### src/design/resolver_config.svh
// Compile-time timing, resolution and buffering values for the resolver interface
// Counts are in clock cycles unless noted
`ifndef RESOLVER_CONFIG_SVH
`define RESOLVER_CONFIG_SVH

// Clock cycles per half SCLK period
`define RES_SCLK_DIV 4

// Width of the SAMPLE low pulse
`define RES_SAMPLE_CYCLES 4

// Wait after SAMPLE rises before the serial frame starts
`define RES_SETTLE_CYCLES 6

// Cycles between two angle reads
`define RES_ANGLE_PERIOD 400

// One speed read follows every this many angle reads
`define RES_SPEED_EVERY 4

// RES1/RES0 code, 2'b11 selects 16-bit resolution
`define RES_RESOLUTION 2'b11

// Entries in the sample FIFO
`define RES_FIFO_DEPTH 4

`endif

### src/design/resolver_pkg.sv
// Types shared by the resolver interface RTL
// Converter data words, fault byte, FIFO entry layout and reader FSM states
package resolver_pkg;

    // One 16-bit converter data word
    // Angle is unsigned, speed is two's complement
    typedef logic [15:0] res_word_t;

    // Fault register that trails every data word in a frame
    typedef logic [7:0] fault_t;

    // Tag telling which register a sample was read from
    typedef enum logic {
        kind_angle = 1'b0,
        kind_speed = 1'b1
    } sample_kind_t;

    // One FIFO entry, kind in the MSB, then the word, then the fault byte
    typedef struct packed {
        sample_kind_t kind;
        res_word_t    word;
        fault_t       fault;
    } sample_entry_t;

    // Signed count of whole shaft revolutions
    typedef logic signed [15:0] turns_t;

    // Reader FSM states
    typedef enum logic [2:0] {
        rd_idle,
        rd_sample_low,
        rd_sample_wait,
        rd_shift,
        rd_push
    } reader_state_t;

endpackage

### src/design/read_scheduler.sv
// Periodic read request generator
// Angle read strobes on a fixed period plus one speed strobe per group of angle reads
`timescale 1ns/10ps
`include "resolver_config.svh"

module read_scheduler (
    input  logic clock,
    input  logic rst_n,
    input  logic enable,
    output logic read_angle,
    output logic read_speed
);

    localparam int PERIOD_W = $clog2(`RES_ANGLE_PERIOD + 1);
    localparam int EVERY_W  = $clog2(`RES_SPEED_EVERY + 1);

    logic [PERIOD_W-1:0] period_cnt;
    logic [EVERY_W-1:0]  angle_cnt;

    always_ff @(posedge clock) begin
        if (!rst_n) begin
            period_cnt <= '0;
            angle_cnt  <= '0;
            read_angle <= 1'b0;
            read_speed <= 1'b0;
        end else begin
            read_angle <= 1'b0;
            read_speed <= 1'b0;
            // The period restarts from zero each time enable goes low
            if (!enable) begin
                period_cnt <= '0;
            end else if (period_cnt == PERIOD_W'(`RES_ANGLE_PERIOD - 1)) begin
                period_cnt <= '0;
                read_angle <= 1'b1;
            end else begin
                period_cnt <= period_cnt + 1'b1;
            end
            // Count issued angle strobes, the last of a group is chased by a speed strobe
            if (read_angle) begin
                if (angle_cnt == EVERY_W'(`RES_SPEED_EVERY - 1)) begin
                    angle_cnt  <= '0;
                    read_speed <= 1'b1;
                end else begin
                    angle_cnt <= angle_cnt + 1'b1;
                end
            end
        end
    end

    // The reader would serve both, but the speed strobe is meant to trail the angle one
    a_no_double_read: assert property (@(posedge clock) disable iff (!rst_n)
        !(read_angle && read_speed))
        else $error("read_angle and read_speed asserted together");

endmodule

### src/design/ad2s1210_reader.sv
// AD2S1210 pin sequencer and serial frame receiver
// Runs SAMPLE, address select and a divided SCLK, then pushes a tagged 24-bit frame
`timescale 1ns/10ps
`include "resolver_config.svh"

module ad2s1210_reader (
    input  logic                        clock,
    input  logic                        rst_n,
    input  logic                        read_angle,
    input  logic                        read_speed,
    input  logic                        sdo,
    output logic                        sample_n,
    output logic                        wr_n,
    output logic                        sclk,
    output logic                        sdi,
    output logic                        a1,
    output logic                        a0,
    output logic                        re1,
    output logic                        re0,
    output logic                        res_reset_n,
    output logic                        push,
    output resolver_pkg::sample_entry_t push_entry
);

    resolver_pkg::reader_state_t state;
    resolver_pkg::sample_kind_t  cur_kind;
    resolver_pkg::sample_kind_t  next_kind;

    logic        pending_angle;
    logic        pending_speed;
    logic        start_frame;
    logic        rise_edge;
    logic [1:0]  addr;
    logic [7:0]  wait_cnt;
    logic [7:0]  div_cnt;
    logic [4:0]  bit_cnt;
    logic [23:0] shift_reg;

    // Angle always wins when both requests are pending
    assign next_kind = pending_angle ? resolver_pkg::kind_angle : resolver_pkg::kind_speed;
    // A new frame may start from idle or straight out of the push cycle
    assign start_frame = (pending_angle || pending_speed) &&
                         (state == resolver_pkg::rd_idle || state == resolver_pkg::rd_push);
    // Last cycle of a low SCLK half, the next edge raises SCLK and samples SDO
    assign rise_edge = (state == resolver_pkg::rd_shift) && !sclk &&
                       (div_cnt == 8'(`RES_SCLK_DIV - 1));

    always_ff @(posedge clock) begin
        if (!rst_n) begin
            state         <= resolver_pkg::rd_idle;
            cur_kind      <= resolver_pkg::kind_angle;
            pending_angle <= 1'b0;
            pending_speed <= 1'b0;
            addr          <= 2'b00;
            sample_n      <= 1'b1;
            wr_n          <= 1'b1;
            sclk          <= 1'b1;
            wait_cnt      <= '0;
            div_cnt       <= '0;
            bit_cnt       <= '0;
        end else begin
            // Requests are remembered until their frame starts
            pending_angle <= pending_angle | read_angle;
            pending_speed <= pending_speed | read_speed;
            case (state)
                resolver_pkg::rd_sample_low: begin
                    if (wait_cnt == 8'(`RES_SAMPLE_CYCLES - 1)) begin
                        sample_n <= 1'b1;
                        wait_cnt <= '0;
                        state    <= resolver_pkg::rd_sample_wait;
                    end else begin
                        wait_cnt <= wait_cnt + 1'b1;
                    end
                end
                resolver_pkg::rd_sample_wait: begin
                    // Converter latches the result on SAMPLE, give it time to settle
                    if (wait_cnt == 8'(`RES_SETTLE_CYCLES - 1)) begin
                        wr_n    <= 1'b0;
                        div_cnt <= '0;
                        bit_cnt <= '0;
                        state   <= resolver_pkg::rd_shift;
                    end else begin
                        wait_cnt <= wait_cnt + 1'b1;
                    end
                end
                resolver_pkg::rd_shift: begin
                    // Each bit is one low and one high SCLK half, RES_SCLK_DIV cycles each
                    if (div_cnt == 8'(`RES_SCLK_DIV - 1)) begin
                        div_cnt <= '0;
                        sclk    <= ~sclk;
                        if (rise_edge) begin
                            if (bit_cnt == 5'd23) begin
                                wr_n  <= 1'b1;
                                state <= resolver_pkg::rd_push;
                            end else begin
                                bit_cnt <= bit_cnt + 1'b1;
                            end
                        end
                    end else begin
                        div_cnt <= div_cnt + 1'b1;
                    end
                end
                resolver_pkg::rd_push: state <= resolver_pkg::rd_idle;
                default: state <= resolver_pkg::rd_idle;
            endcase
            // Frame start overrides the idle return above
            if (start_frame) begin
                state    <= resolver_pkg::rd_sample_low;
                cur_kind <= next_kind;
                addr     <= (next_kind == resolver_pkg::kind_speed) ? 2'b01 : 2'b00;
                sample_n <= 1'b0;
                wait_cnt <= '0;
                if (next_kind == resolver_pkg::kind_angle) begin
                    pending_angle <= read_angle;
                end else begin
                    pending_speed <= read_speed;
                end
            end
        end
    end

    // The converter moves SDO after each falling SCLK, so it is stable at the rise
    always_ff @(posedge clock) begin
        if (rise_edge) begin
            shift_reg <= {shift_reg[22:0], sdo};
        end
    end

    assign push             = (state == resolver_pkg::rd_push);
    assign push_entry.kind  = cur_kind;
    assign push_entry.word  = shift_reg[23:8];
    assign push_entry.fault = shift_reg[7:0];

    assign {a1, a0}    = addr;
    assign {re1, re0}  = `RES_RESOLUTION;
    // Configuration writes are not supported
    assign sdi         = 1'b0;
    assign res_reset_n = rst_n;

    a_addr_stable: assert property (@(posedge clock) disable iff (!rst_n)
        !wr_n |=> wr_n || $stable({a1, a0}))
        else $error("a1/a0 changed during a frame");

    a_sclk_idle: assert property (@(posedge clock) disable iff (!rst_n)
        wr_n |-> sclk)
        else $error("sclk low outside a frame");

endmodule

### src/design/sample_fifo.sv
// Small synchronous FIFO of tagged converter samples
// Show-ahead read port and a sticky overflow flag for dropped pushes
`timescale 1ns/10ps
`include "resolver_config.svh"

module sample_fifo (
    input  logic                        clock,
    input  logic                        rst_n,
    input  logic                        push,
    input  resolver_pkg::sample_entry_t push_entry,
    input  logic                        pop,
    output resolver_pkg::sample_entry_t pop_entry,
    output logic                        not_empty,
    output logic                        overflow
);

    localparam int DEPTH = `RES_FIFO_DEPTH;
    localparam int PTR_W = (DEPTH > 1) ? $clog2(DEPTH) : 1;

    resolver_pkg::sample_entry_t mem [DEPTH];

    logic [PTR_W-1:0] wr_ptr;
    logic [PTR_W-1:0] rd_ptr;
    logic [PTR_W:0]   count;
    logic             full;
    logic             do_push;
    logic             do_pop;

    assign full    = (count == (PTR_W + 1)'(DEPTH));
    assign do_push = push && !full;
    assign do_pop  = pop && not_empty;

    always_ff @(posedge clock) begin
        if (!rst_n) begin
            wr_ptr   <= '0;
            rd_ptr   <= '0;
            count    <= '0;
            overflow <= 1'b0;
        end else begin
            // Pointers wrap explicitly so any depth works
            if (do_push) begin
                wr_ptr <= (wr_ptr == PTR_W'(DEPTH - 1)) ? '0 : wr_ptr + 1'b1;
            end
            if (do_pop) begin
                rd_ptr <= (rd_ptr == PTR_W'(DEPTH - 1)) ? '0 : rd_ptr + 1'b1;
            end
            count <= count + do_push - do_pop;
            // Once a sample is lost the flag stays up until reset
            if (push && full) begin
                overflow <= 1'b1;
            end
        end
    end

    always_ff @(posedge clock) begin
        if (do_push) begin
            mem[wr_ptr] <= push_entry;
        end
    end

    assign pop_entry = mem[rd_ptr];
    assign not_empty = (count != '0);

    a_no_pop_empty: assert property (@(posedge clock) disable iff (!rst_n)
        pop |-> not_empty)
        else $error("pop while FIFO empty");

endmodule

### src/design/position_tracker.sv
// Sample consumer that unpacks FIFO entries into shaft outputs
// Angle and speed words, fault byte, valid strobes and a signed turn count
`timescale 1ns/10ps

module position_tracker (
    input  logic                        clock,
    input  logic                        rst_n,
    input  logic                        not_empty,
    input  resolver_pkg::sample_entry_t pop_entry,
    output logic                        pop,
    output resolver_pkg::res_word_t     angle,
    output resolver_pkg::res_word_t     speed,
    output resolver_pkg::turns_t        turns,
    output resolver_pkg::fault_t        fault,
    output logic                        angle_valid,
    output logic                        speed_valid
);

    logic is_angle;
    logic angle_seen;
    logic wrap_up;
    logic wrap_down;

    // One entry per cycle, far faster than the reader can fill the FIFO
    assign pop      = not_empty;
    assign is_angle = (pop_entry.kind == resolver_pkg::kind_angle);

    // Crossing zero between the top and bottom quadrants counts as one turn
    assign wrap_up   = (angle[15:14] == 2'b11) && (pop_entry.word[15:14] == 2'b00);
    assign wrap_down = (angle[15:14] == 2'b00) && (pop_entry.word[15:14] == 2'b11);

    always_ff @(posedge clock) begin
        if (!rst_n) begin
            turns       <= '0;
            angle_seen  <= 1'b0;
            angle_valid <= 1'b0;
            speed_valid <= 1'b0;
        end else begin
            angle_valid <= pop && is_angle;
            speed_valid <= pop && !is_angle;
            if (pop && is_angle) begin
                angle_seen <= 1'b1;
                // No previous angle yet, so the first one cannot be a wrap
                if (angle_seen && wrap_up) begin
                    turns <= turns + 16'sd1;
                end else if (angle_seen && wrap_down) begin
                    turns <= turns - 16'sd1;
                end
            end
        end
    end

    // Output words only change when their valid strobe follows
    always_ff @(posedge clock) begin
        if (pop) begin
            fault <= pop_entry.fault;
            if (is_angle) begin
                angle <= pop_entry.word;
            end else begin
                speed <= pop_entry.word;
            end
        end
    end

endmodule

### src/design/resolver_top.sv
// Resolver interface top level
// Scheduler and reader feed the FIFO, the tracker drains it into shaft outputs
`timescale 1ns/10ps

module resolver_top (
    input  logic                    clock,
    input  logic                    rst_n,
    input  logic                    enable,
    input  logic                    sdo,
    output logic                    sample_n,
    output logic                    wr_n,
    output logic                    sclk,
    output logic                    sdi,
    output logic                    a1,
    output logic                    a0,
    output logic                    re1,
    output logic                    re0,
    output logic                    res_reset_n,
    output resolver_pkg::res_word_t angle,
    output resolver_pkg::res_word_t speed,
    output resolver_pkg::turns_t    turns,
    output resolver_pkg::fault_t    fault,
    output logic                    angle_valid,
    output logic                    speed_valid,
    output logic                    overflow
);

    logic                        read_angle;
    logic                        read_speed;
    logic                        push;
    logic                        pop;
    logic                        not_empty;
    resolver_pkg::sample_entry_t push_entry;
    resolver_pkg::sample_entry_t pop_entry;

    read_scheduler u_scheduler (
        .clock(clock), .rst_n(rst_n), .enable(enable),
        .read_angle(read_angle), .read_speed(read_speed)
    );

    // Converter pins go straight out from the reader
    ad2s1210_reader u_reader (
        .clock(clock), .rst_n(rst_n), .read_angle(read_angle), .read_speed(read_speed),
        .sdo(sdo), .sample_n(sample_n), .wr_n(wr_n), .sclk(sclk), .sdi(sdi),
        .a1(a1), .a0(a0), .re1(re1), .re0(re0), .res_reset_n(res_reset_n),
        .push(push), .push_entry(push_entry)
    );

    sample_fifo u_fifo (
        .clock(clock), .rst_n(rst_n), .push(push), .push_entry(push_entry),
        .pop(pop), .pop_entry(pop_entry), .not_empty(not_empty), .overflow(overflow)
    );

    position_tracker u_tracker (
        .clock(clock), .rst_n(rst_n), .not_empty(not_empty), .pop_entry(pop_entry),
        .pop(pop), .angle(angle), .speed(speed), .turns(turns), .fault(fault),
        .angle_valid(angle_valid), .speed_valid(speed_valid)
    );

endmodule

### config.mk
export PLATFORM = sky130hd
export DESIGN_NAME = resolver_top
export DESIGN_NICKNAME = d
export VERILOG_FILES = /design/src/design/resolver_pkg.sv /design/src/design/read_scheduler.sv /design/src/design/ad2s1210_reader.sv /design/src/design/sample_fifo.sv /design/src/design/position_tracker.sv /design/src/design/resolver_top.sv
export VERILOG_INCLUDE_DIRS = /design/src /design/src/design
export SDC_FILE = /design/constraint.sdc
export NUM_CORES = 1
export LEC_CHECK = 0
export BUFFER_PORTS_ARGS = -buffer_cell sky130_fd_sc_hd__buf_4
export CAP_MARGIN = 20
export CORE_MARGIN = 1
export CORE_UTILIZATION = 35
export CTS_CLUSTER_DIAMETER = 120
export CTS_CLUSTER_SIZE = 30
export DETAILED_ROUTE_END_ITERATION = 6
export GPL_TIMING_DRIVEN = 0
export HOLD_SLACK_MARGIN = 0.1
export SLEW_MARGIN = 30
export SYNTH_ARGS = -nofsm -noshare
export SYNTH_HDL_FRONTEND = slang
export SYNTH_SLANG_ARGS = --single-unit
### constraint.sdc
create_clock -name clock -period 4.29 [get_ports clock]
set_input_delay 0.2145 -clock clock [delete_from_list [all_inputs] [get_ports clock]]
set_output_delay 0.2145 -clock clock [all_outputs]
set_load 0.03 [all_outputs]
==> results of run 1 <==
-- final cells by class --
type | count | area share, %
plain buffers | 25 | 1.17
clock buffers | 14 | 2.63
clock inverters | 1 | 0.0345
inverters | 16 | 0.552
multi-input cells | 407 | 27.1
flip-flops and latches | 237 | 58.7
well taps | 335 | 3.85
repair buffers | 74 | 5.91
-- through the flow --
step           utilization [%]  power, uW
6_report                  41.3       5370
5_1_grt                   41.3       5650
4_1_cts                   41.3       5450
3_5_place_dp              40.0       4320
3_3_place_gp              39.5       4250
2_1_floorplan                -       3830
-- cells in the final DEF (no fill, tap or decap), types with 3 or more instances in the layout --
cell type,Yosys,layout
clkbuf_16,0,11
edfxtp_1,164,164
nor2b_1,3,3
nand4_1,5,5
buf_4,5,72
nand3_1,18,18
mux4_2,25,25
nor4_1,3,3
dfxtp_1,73,73
dlygate4sd3_1,0,3
nor3_1,12,12
and2_2,1,5
clkbuf_1,14,17
xnor2_1,13,13
inv_1,15,15
nand2_1,43,43
nand3b_1,5,5
ha_1,28,28
a21o_1,4,4
o21ai_0,34,34
conb_1,2,4
nor2_1,66,64
or3_1,5,5
xor2_1,14,14
mux2i_1,6,6
a21oi_1,43,43
o22ai_1,6,6
o21a_1,4,4
or2_2,5,5
nand2b_1,3,3
and2_1,7,3
a211oi_1,8,8
and3_1,8,8
buf_16,0,4
-- synthesized netlist by cell type, types with 3 or more instances --
cell type and n:
edfxtp_1 164, dfxtp_1 73, nor2_1 66, a21oi_1 43, nand2_1 43, o21ai_0 34
ha_1 28, mux4_2 25, nand3_1 18, inv_1 15, clkbuf_1 14, xor2_1 14
xnor2_1 13, nor3_1 12, a211oi_1 8, and3_1 8, and2_1 7, mux2i_1 6
o22ai_1 6, buf_4 5, nand3b_1 5, nand4_1 5, or2_2 5, or3_1 5
a21o_1 4, o21a_1 4, nand2b_1 3, nor2b_1 3, nor4_1 3
-- how the worst max path moves through the flow --
stage	endpoint	slack, ns	depth (start not counted)
6_report	u_tracker.turns[15]$_SDFFE_PN0P_	0.40	12
5_1_grt	u_tracker.turns[15]$_SDFFE_PN0P_	0.09	12
4_1_cts	u_tracker.turns[15]$_SDFFE_PN0P_	0.42	12
3_5_place_dp	u_tracker.turns[15]$_SDFFE_PN0P_	0.43	12
3_3_place_gp	u_tracker.turns[7]$_SDFFE_PN0P_	0.21	8
2_1_floorplan	u_tracker.turns[15]$_SDFFE_PN0P_	1.11	12
-- worst max-delay path: stages, from the launching register on --
cell and delay (ns):
edfxtp_1 0.42, or3b_2 0.47, o311a_1 0.15, nor3_1 0.22
nand2_1 0.49, ha_1 0.49, clkbuf_1 0.29, a21oi_1 0.12
o21ai_0 0.37, a211oi_1 0.13, a31oi_1 0.23, mux2i_1 0.26
mux2i_1 0.19
-- power breakdown --
group          switching (uW)  internal [uW]
Clock                     656            478
Sequential               78.7           2690
Combinational             880            591
-- kinds of logic (layout without fill, tap and decap cells) --
kind of cell | count (synthesis) | after routing | synth area share, %
XOR/XNOR | 27 | 27 | 2.49
flip-flops | 237 | 237 | 67.3
other | 2 | 4 | 0.0791
AND/OR/NAND/NOR | 198 | 198 | 10.2
buffers and inverters | 41 | 130 | 1.96
multiplexers | 31 | 31 | 6.56
adder cells (fa/ha/maj) | 30 | 30 | 4.11
AO/OA/AOI/OAI | 117 | 117 | 7.32
-- per-layer routing --
metal  GRT usage, %  vias up
li1               -     2708
met5              0        -
met2           21.5       82
met1           16.7     2652
met4           3.46        0
met3           1.88       18
==> flow_metrics.py, run 1 <==
metrics = {
    "floorplan": {
        "initial_core_util_pct": 36.0,
        "die_area_sq_um": 27800,
        "die_y_um": 167,
        "core_sq_um": 26400,
        "row_count": 59,
        "die_w_um": 167,
        "ios": 72,
    },
    "power_and_ir_drop": {
        "power_density_nw_per_um2": 494,
        "leakagePower_uw": 0.00381,
        "vdd_drop_max_mv": 0.221,
    },
    "critical_path": {
        "worstSetupEndpointType": "register",
        "reg2regPathDepth": 12,
        "crit_type": "register to register",
        "reg2reg_to": "u_tracker.turns[15]$_SDFFE_PN0P_",
        "crit_path_start_kind": "register",
        "regToRegSetupSlack_ns": 0.40,
        "worstReg2RegStart": "u_fifo.mem[3][22]$_DFFE_PP_",
        "critical_path_required_ns": 4.70,
        "cp.arrival_ns": 4.30,
        "cp_max_fo": 16,
        "setup.worst_path.start": "u_fifo.mem[3][22]$_DFFE_PP_",
    },
    "cells_and_area": {
        "drive_above_1_share_pct": 17.7,
        "synthToLayoutAreaGrowth_pct": 14.6,
        "stdcell_count": 1109,
        "multi_input_area_sq_um": 2950,
        "seq_area_sq_um": 6390,
        "nFillCells": 2407,
        "diodes": 0,
        "largest_reg_flops": 100,
        "final_nets": 806,
        "fin_area_sq_um": 10900,
    },
    "yosys": {
        "yosysTopAreaCell": "edfxtp_1",
        "yosys_warnings": 0,
        "synthFlopType": "edfxtp_1",
        "synthTopCellsByArea": "edfxtp_1 52%, dfxtp_1 15%, mux4_2 5.9%",
        "synth-edff-count": 164,
        "ys_ff_latch": 237,
        "synthCells": 683,
        "yosysSeqAreaShare_pct": 67.3,
        "syn_area_per_cell_sq_um": 13.9,
        "synth_area_sq_um": 9490,
        "synthArstFlopShare_pct": 0,
        "synth.distinct_cells": 59,
        "synth.top_cell.area_share_pct": 51.9,
    },
    "detailed_routing": {
        "highest-signal-layer": "met4",
        "routed-wl-met2_um": 8410,
        "wl_met3_um": 610,
        "wl_per_cell_um": 15.6,
        "drc_errors": 0,
        "vias": 5460,
        "wirelength_um": 17300,
        "vias_per_cell": 4.92,
        "drt-initial-drc-count": 312,
        "detail-route-antenna-nets": 0,
        "drt-met1-wl_um": 7960,
        "dr.pass1.iters": 5,
    },
    "status": {
        "outcome": "completed",
    },
    "clocking": {
        "cts_sinks": 237,
        "cts.path.max_buffers": 3,
        "clock_latency_ns": 0.47,
        "cts_tree": "done",
        "cts-root-buf": "clkbuf_16",
        "cts.reportedPaths.clkPinSlew_ns": 0.12,
        "cts_buffers": 11,
        "cts_setup_buffers": 0,
        "cts_resized": 0,
        "h-tree-depth": 1,
        "ctsHoldBuffers": 3,
    },
    "place": {
        "dp_hpwl_um": 11400,
        "post-place-cells": 1091,
        "place_area_sq_um": 10600,
        "dp_slack_ns": 0.430,
        "place_congestion": 0.821,
        "portBuffers": 67,
    },
    "global_routing": {
        "grtUsageTotal_pct": 12.6,
        "grt_remaining_overflow": 0,
        "grt_start_max_net_pins": 32,
        "antenna_found_initial": 0,
        "grt_pass1_vias": 5262,
        "grt_first_pass_wirelength_um": 27900,
    },
    "timing": {
        "fin_setup_tns_ns": 0,
        "hold_viol_final": 0,
        "skew_ns": 0.0190,
        "max_freq_mhz": 257,
        "fin_hold_ws_ns": 0.457,
        "worst_pin_slew_ns": 0.960,
        "finalWorstSetupSlack_ns": 0.404,
        "rsz0062_at_grt": "false",
        "setup_viol": 0,
        "period_share_pct": 90.6,
        "timing.slew.headroom_pct": 36.0,
        "finalMaxSlewViolations": 0,
        "period_needed_ns": 3.89,
    },
    "job": {
        "cap_violations": 0,
    },
    "hold_path": {
        "min_path_type": "register to register",
        "hold_depth": 1,
        "whs_endpoint": "u_scheduler.read_speed$_SDFF_PN0_",
        "hp-start": "u_scheduler.angle_cnt[2]$_SDFFE_PN0P_",
    },
}
Note: power is estimated with default switching activity, not from simulation.
==> run 2, diff against run 1 <==
--- a/config.mk
+++ b/config.mk
@@ -6,7 +6,7 @@
 export SDC_FILE = /design/constraint.sdc
 export NUM_CORES = 1
 export LEC_CHECK = 0
-export BUFFER_PORTS_ARGS = -buffer_cell sky130_fd_sc_hd__buf_4
+export BUFFER_PORTS_ARGS = -buffer_cell sky130_fd_sc_hd__clkbuf_2
 export CAP_MARGIN = 20
 export CORE_MARGIN = 1
 export CORE_UTILIZATION = 35
@@ -18,4 +18,5 @@
 export SLEW_MARGIN = 30
 export SYNTH_ARGS = -nofsm -noshare
 export SYNTH_HDL_FRONTEND = slang
+export SYNTH_HIERARCHICAL = 1
 export SYNTH_SLANG_ARGS = --single-unit
==> flow_metrics.py, run 2 <==
metrics = {
    "status": {
        "outcome": "completed",
    },
    "detailed_routing": {
        "drt-initial-drc-count": 375,
        "dr.pass1.iters": 5,
        "detail-route-antenna-nets": 0,
        "wl_per_cell_um": 15.2,
        "vias": 5825,
        "vias_per_cell": 5.00,
        "wirelength_um": 17700,
        "drc_errors": 0,
    },
    "hold_path": {
        "hp-start": "enable",
        "hold_depth": 3,
        "min_path_type": "input pin to register",
        "whs_endpoint": "u_scheduler/period_cnt[6]$_SDFF_PP0_",
    },
    "timing": {
        "timing.slew.headroom_pct": 44.1,
        "max_freq_mhz": 250,
        "worst_pin_slew_ns": 0.839,
        "skew_ns": 0.0219,
        "hold_viol_final": 0,
        "period_share_pct": 93.1,
        "fin_setup_tns_ns": 0,
        "period_needed_ns": 4.00,
        "setup_viol": 0,
        "finalMaxSlewViolations": 0,
        "rsz0062_at_grt": "false",
        "finalWorstSetupSlack_ns": 0.295,
    },
    "global_routing": {
        "antenna_found_initial": 0,
        "grt_first_pass_wirelength_um": 28500,
        "grtUsageTotal_pct": 12.4,
        "grt_pass1_vias": 5483,
        "grt_remaining_overflow": 0,
        "grt_start_max_net_pins": 32,
    },
    "floorplan": {
        "die_area_sq_um": 28800,
        "die_w_um": 170,
        "initial_core_util_pct": 35.5,
        "ios": 72,
        "die_y_um": 170,
        "core_sq_um": 27700,
        "row_count": 61,
    },
    "yosys": {
        "ys_ff_latch": 237,
        "yosysTopAreaCell": "edfxtp_1",
        "synth.top_cell.area_share_pct": 50.0,
        "yosysSeqAreaShare_pct": 64.9,
        "syn_area_per_cell_sq_um": 14.2,
        "synthCells": 694,
        "yosysMostFrequentCell": "edfxtp_1",
        "synth-edff-count": 164,
        "synth_common_cells": "164 x edfxtp_1, 73 x dfxtp_1, 42 x nand2_1, 34 x nand3_1, 32 x a21oi_1",
        "synth.distinct_cells": 78,
        "yosys_warnings": 6,
        "synthArstFlopShare_pct": 0,
        "synth_area_sq_um": 9850,
        "synthTopCellsByArea": "edfxtp_1 50%, dfxtp_1 15%, mux4_2 4.6%",
        "synthFlopType": "edfxtp_1",
    },
    "critical_path": {
        "crit_path_start_kind": "register",
        "crit_type": "register to register",
        "regToRegSetupSlack_ns": 0.29,
        "reg2regPathDepth": 12,
        "cp_max_fo": 17,
        "worstSetupEndpointType": "register",
        "critical_path_required_ns": 4.69,
        "reg2reg_to": "u_tracker/turns[14]$_SDFFE_PN0P_",
        "cp.arrival_ns": 4.40,
    },
    "place": {
        "place_area_sq_um": 10700,
        "dp_hpwl_um": 11400,
        "dp_slack_ns": 0.0728,
        "place_congestion": 0.823,
        "portBuffers": 67,
        "post-place-cells": 1144,
    },
    "cells_and_area": {
        "stdcell_count": 1165,
        "fin_area_sq_um": 11100,
        "final_nets": 813,
        "diodes": 0,
        "synthToLayoutAreaGrowth_pct": 12.7,
        "nFillCells": 2580,
        "mostFrequentLayoutCells": "164 x edfxtp_1, 73 x dfxtp_1, 68 x clkbuf_2",
        "final_common_cell": "edfxtp_1",
        "largest_reg_flops": 100,
        "drive_above_1_share_pct": 19.4,
    },
    "clocking": {
        "clock_latency_ns": 0.49,
        "cts-root-buf": "clkbuf_16",
        "h-tree-depth": 1,
        "cts_buffers": 12,
        "cts.path.max_buffers": 3,
        "cts_setup_buffers": 0,
        "cts.reportedPaths.clkPinSlew_ns": 0.11,
        "cts_tree": "done",
        "cts_sinks": 237,
    },
    "power_and_ir_drop": {
        "leakagePower_uw": 0.00383,
        "vdd_drop_max_mv": 0.256,
        "power_density_nw_per_um2": 338,
        "power.total_uw": 3750,
    },
    "job": {
        "cap_violations": 0,
    },
}
## run 2: cell types whose count changed after synthesis, sizes merged, moves of 6 or more
cell / delta
nor2: -37
buf: +10
xor2: -6
o21ai: -10
or3: +6
nand3: +16
a211o: +7
a21oi: -10
## run 2: logic make-up after synthesis
group,share of synthesized area [%]
adder cells (fa/ha/maj),3.71
XOR/XNOR,1.78
buffers and inverters,2.96
AND/OR/NAND/NOR,11.4
AO/OA/AOI/OAI,8.84
multiplexers,6.33
other,0.0763
flip-flops,64.9
## run 2: worst max path at each step
| stage | start | end |
|---|---|---|
| after floorplan | register | u_tracker/turns[15]$_SDFFE_PN0P_ |
| after global placement | u_reader/div_cnt[0]$_SDFFE_PN0P_ | u_reader/wr_n$_SDFFE_PN1P_ |
| after detailed placement | register | u_tracker/turns[14]$_SDFFE_PN0P_ |
| after CTS | register | u_tracker/turns[14]$_SDFFE_PN0P_ |
| after global routing | register | u_tracker/turns[14]$_SDFFE_PN0P_ |
| final | register | u_tracker/turns[14]$_SDFFE_PN0P_ |
## run 2: repair_timing
item / 4_1_cts / 5_1_grt
setup endpoints to repair: 0 / 3
gates resized for setup: 0 / 1
hold buffers: 1 / 0
hold endpoints to repair: 1 / 0
## run 2: report_power, final
part | leakage (uW) | internal, uW | switching (uW) | total (uW)
clock network | 0.000184 | 584 | 716 | 1300
logic | 0.00158 | 10.3 | 25.9 | 36.2
registers | 0.00206 | 2410 | 1.28 | 2410
total | 0.00383 | 3010 | 743 | 3750
## run 2: through the flow
step / hold WS [ns] / utilization (%)
finish: 0.118 / 40.1
global route: 0.115 / 40.1
CTS: 0.109 / 40.0
detailed placement: 0.417 / 38.6
global placement: 0.418 / 38.5
floorplan: 0.313 / -
## run 2: critical path: stages (launching register included)
cell,delay [ns]
dfxtp_1,0.32
clkbuf_2,0.21
buf_2,0.34
mux4_2,0.42
nor3_1,0.39
nand2_2,0.35
ha_1,0.49
nor2b_1,0.21
o211ai_1,0.16
o21ai_1,0.23
nor4_1,0.09
or4_1,0.51
a31oi_1,0.19
## run 2: area by class of cell
class / count / area (sq um) / area share [%]
plain buffers: 30 / 216 / 1.95
clock buffers: 17 / 340 / 3.07
clock inverters: 3 / 37.5 / 0.338
inverters: 20 / 75.1 / 0.677
multi-input cells: 409 / 3200 / 28.8
flip-flops and latches: 237 / 6390 / 57.5
well taps: 378 / 473 / 4.26
repair buffers: 71 / 372 / 3.35
## run 2: metal layers
metal	global-route usage [%]	up-vias	share of wire (%)
li1	-	2831	-
met1	17.1	2874	48
met2	20.5	104	47
met3	1.84	16	3.5
met4	2.82	0	1.6
met5	0	-	0
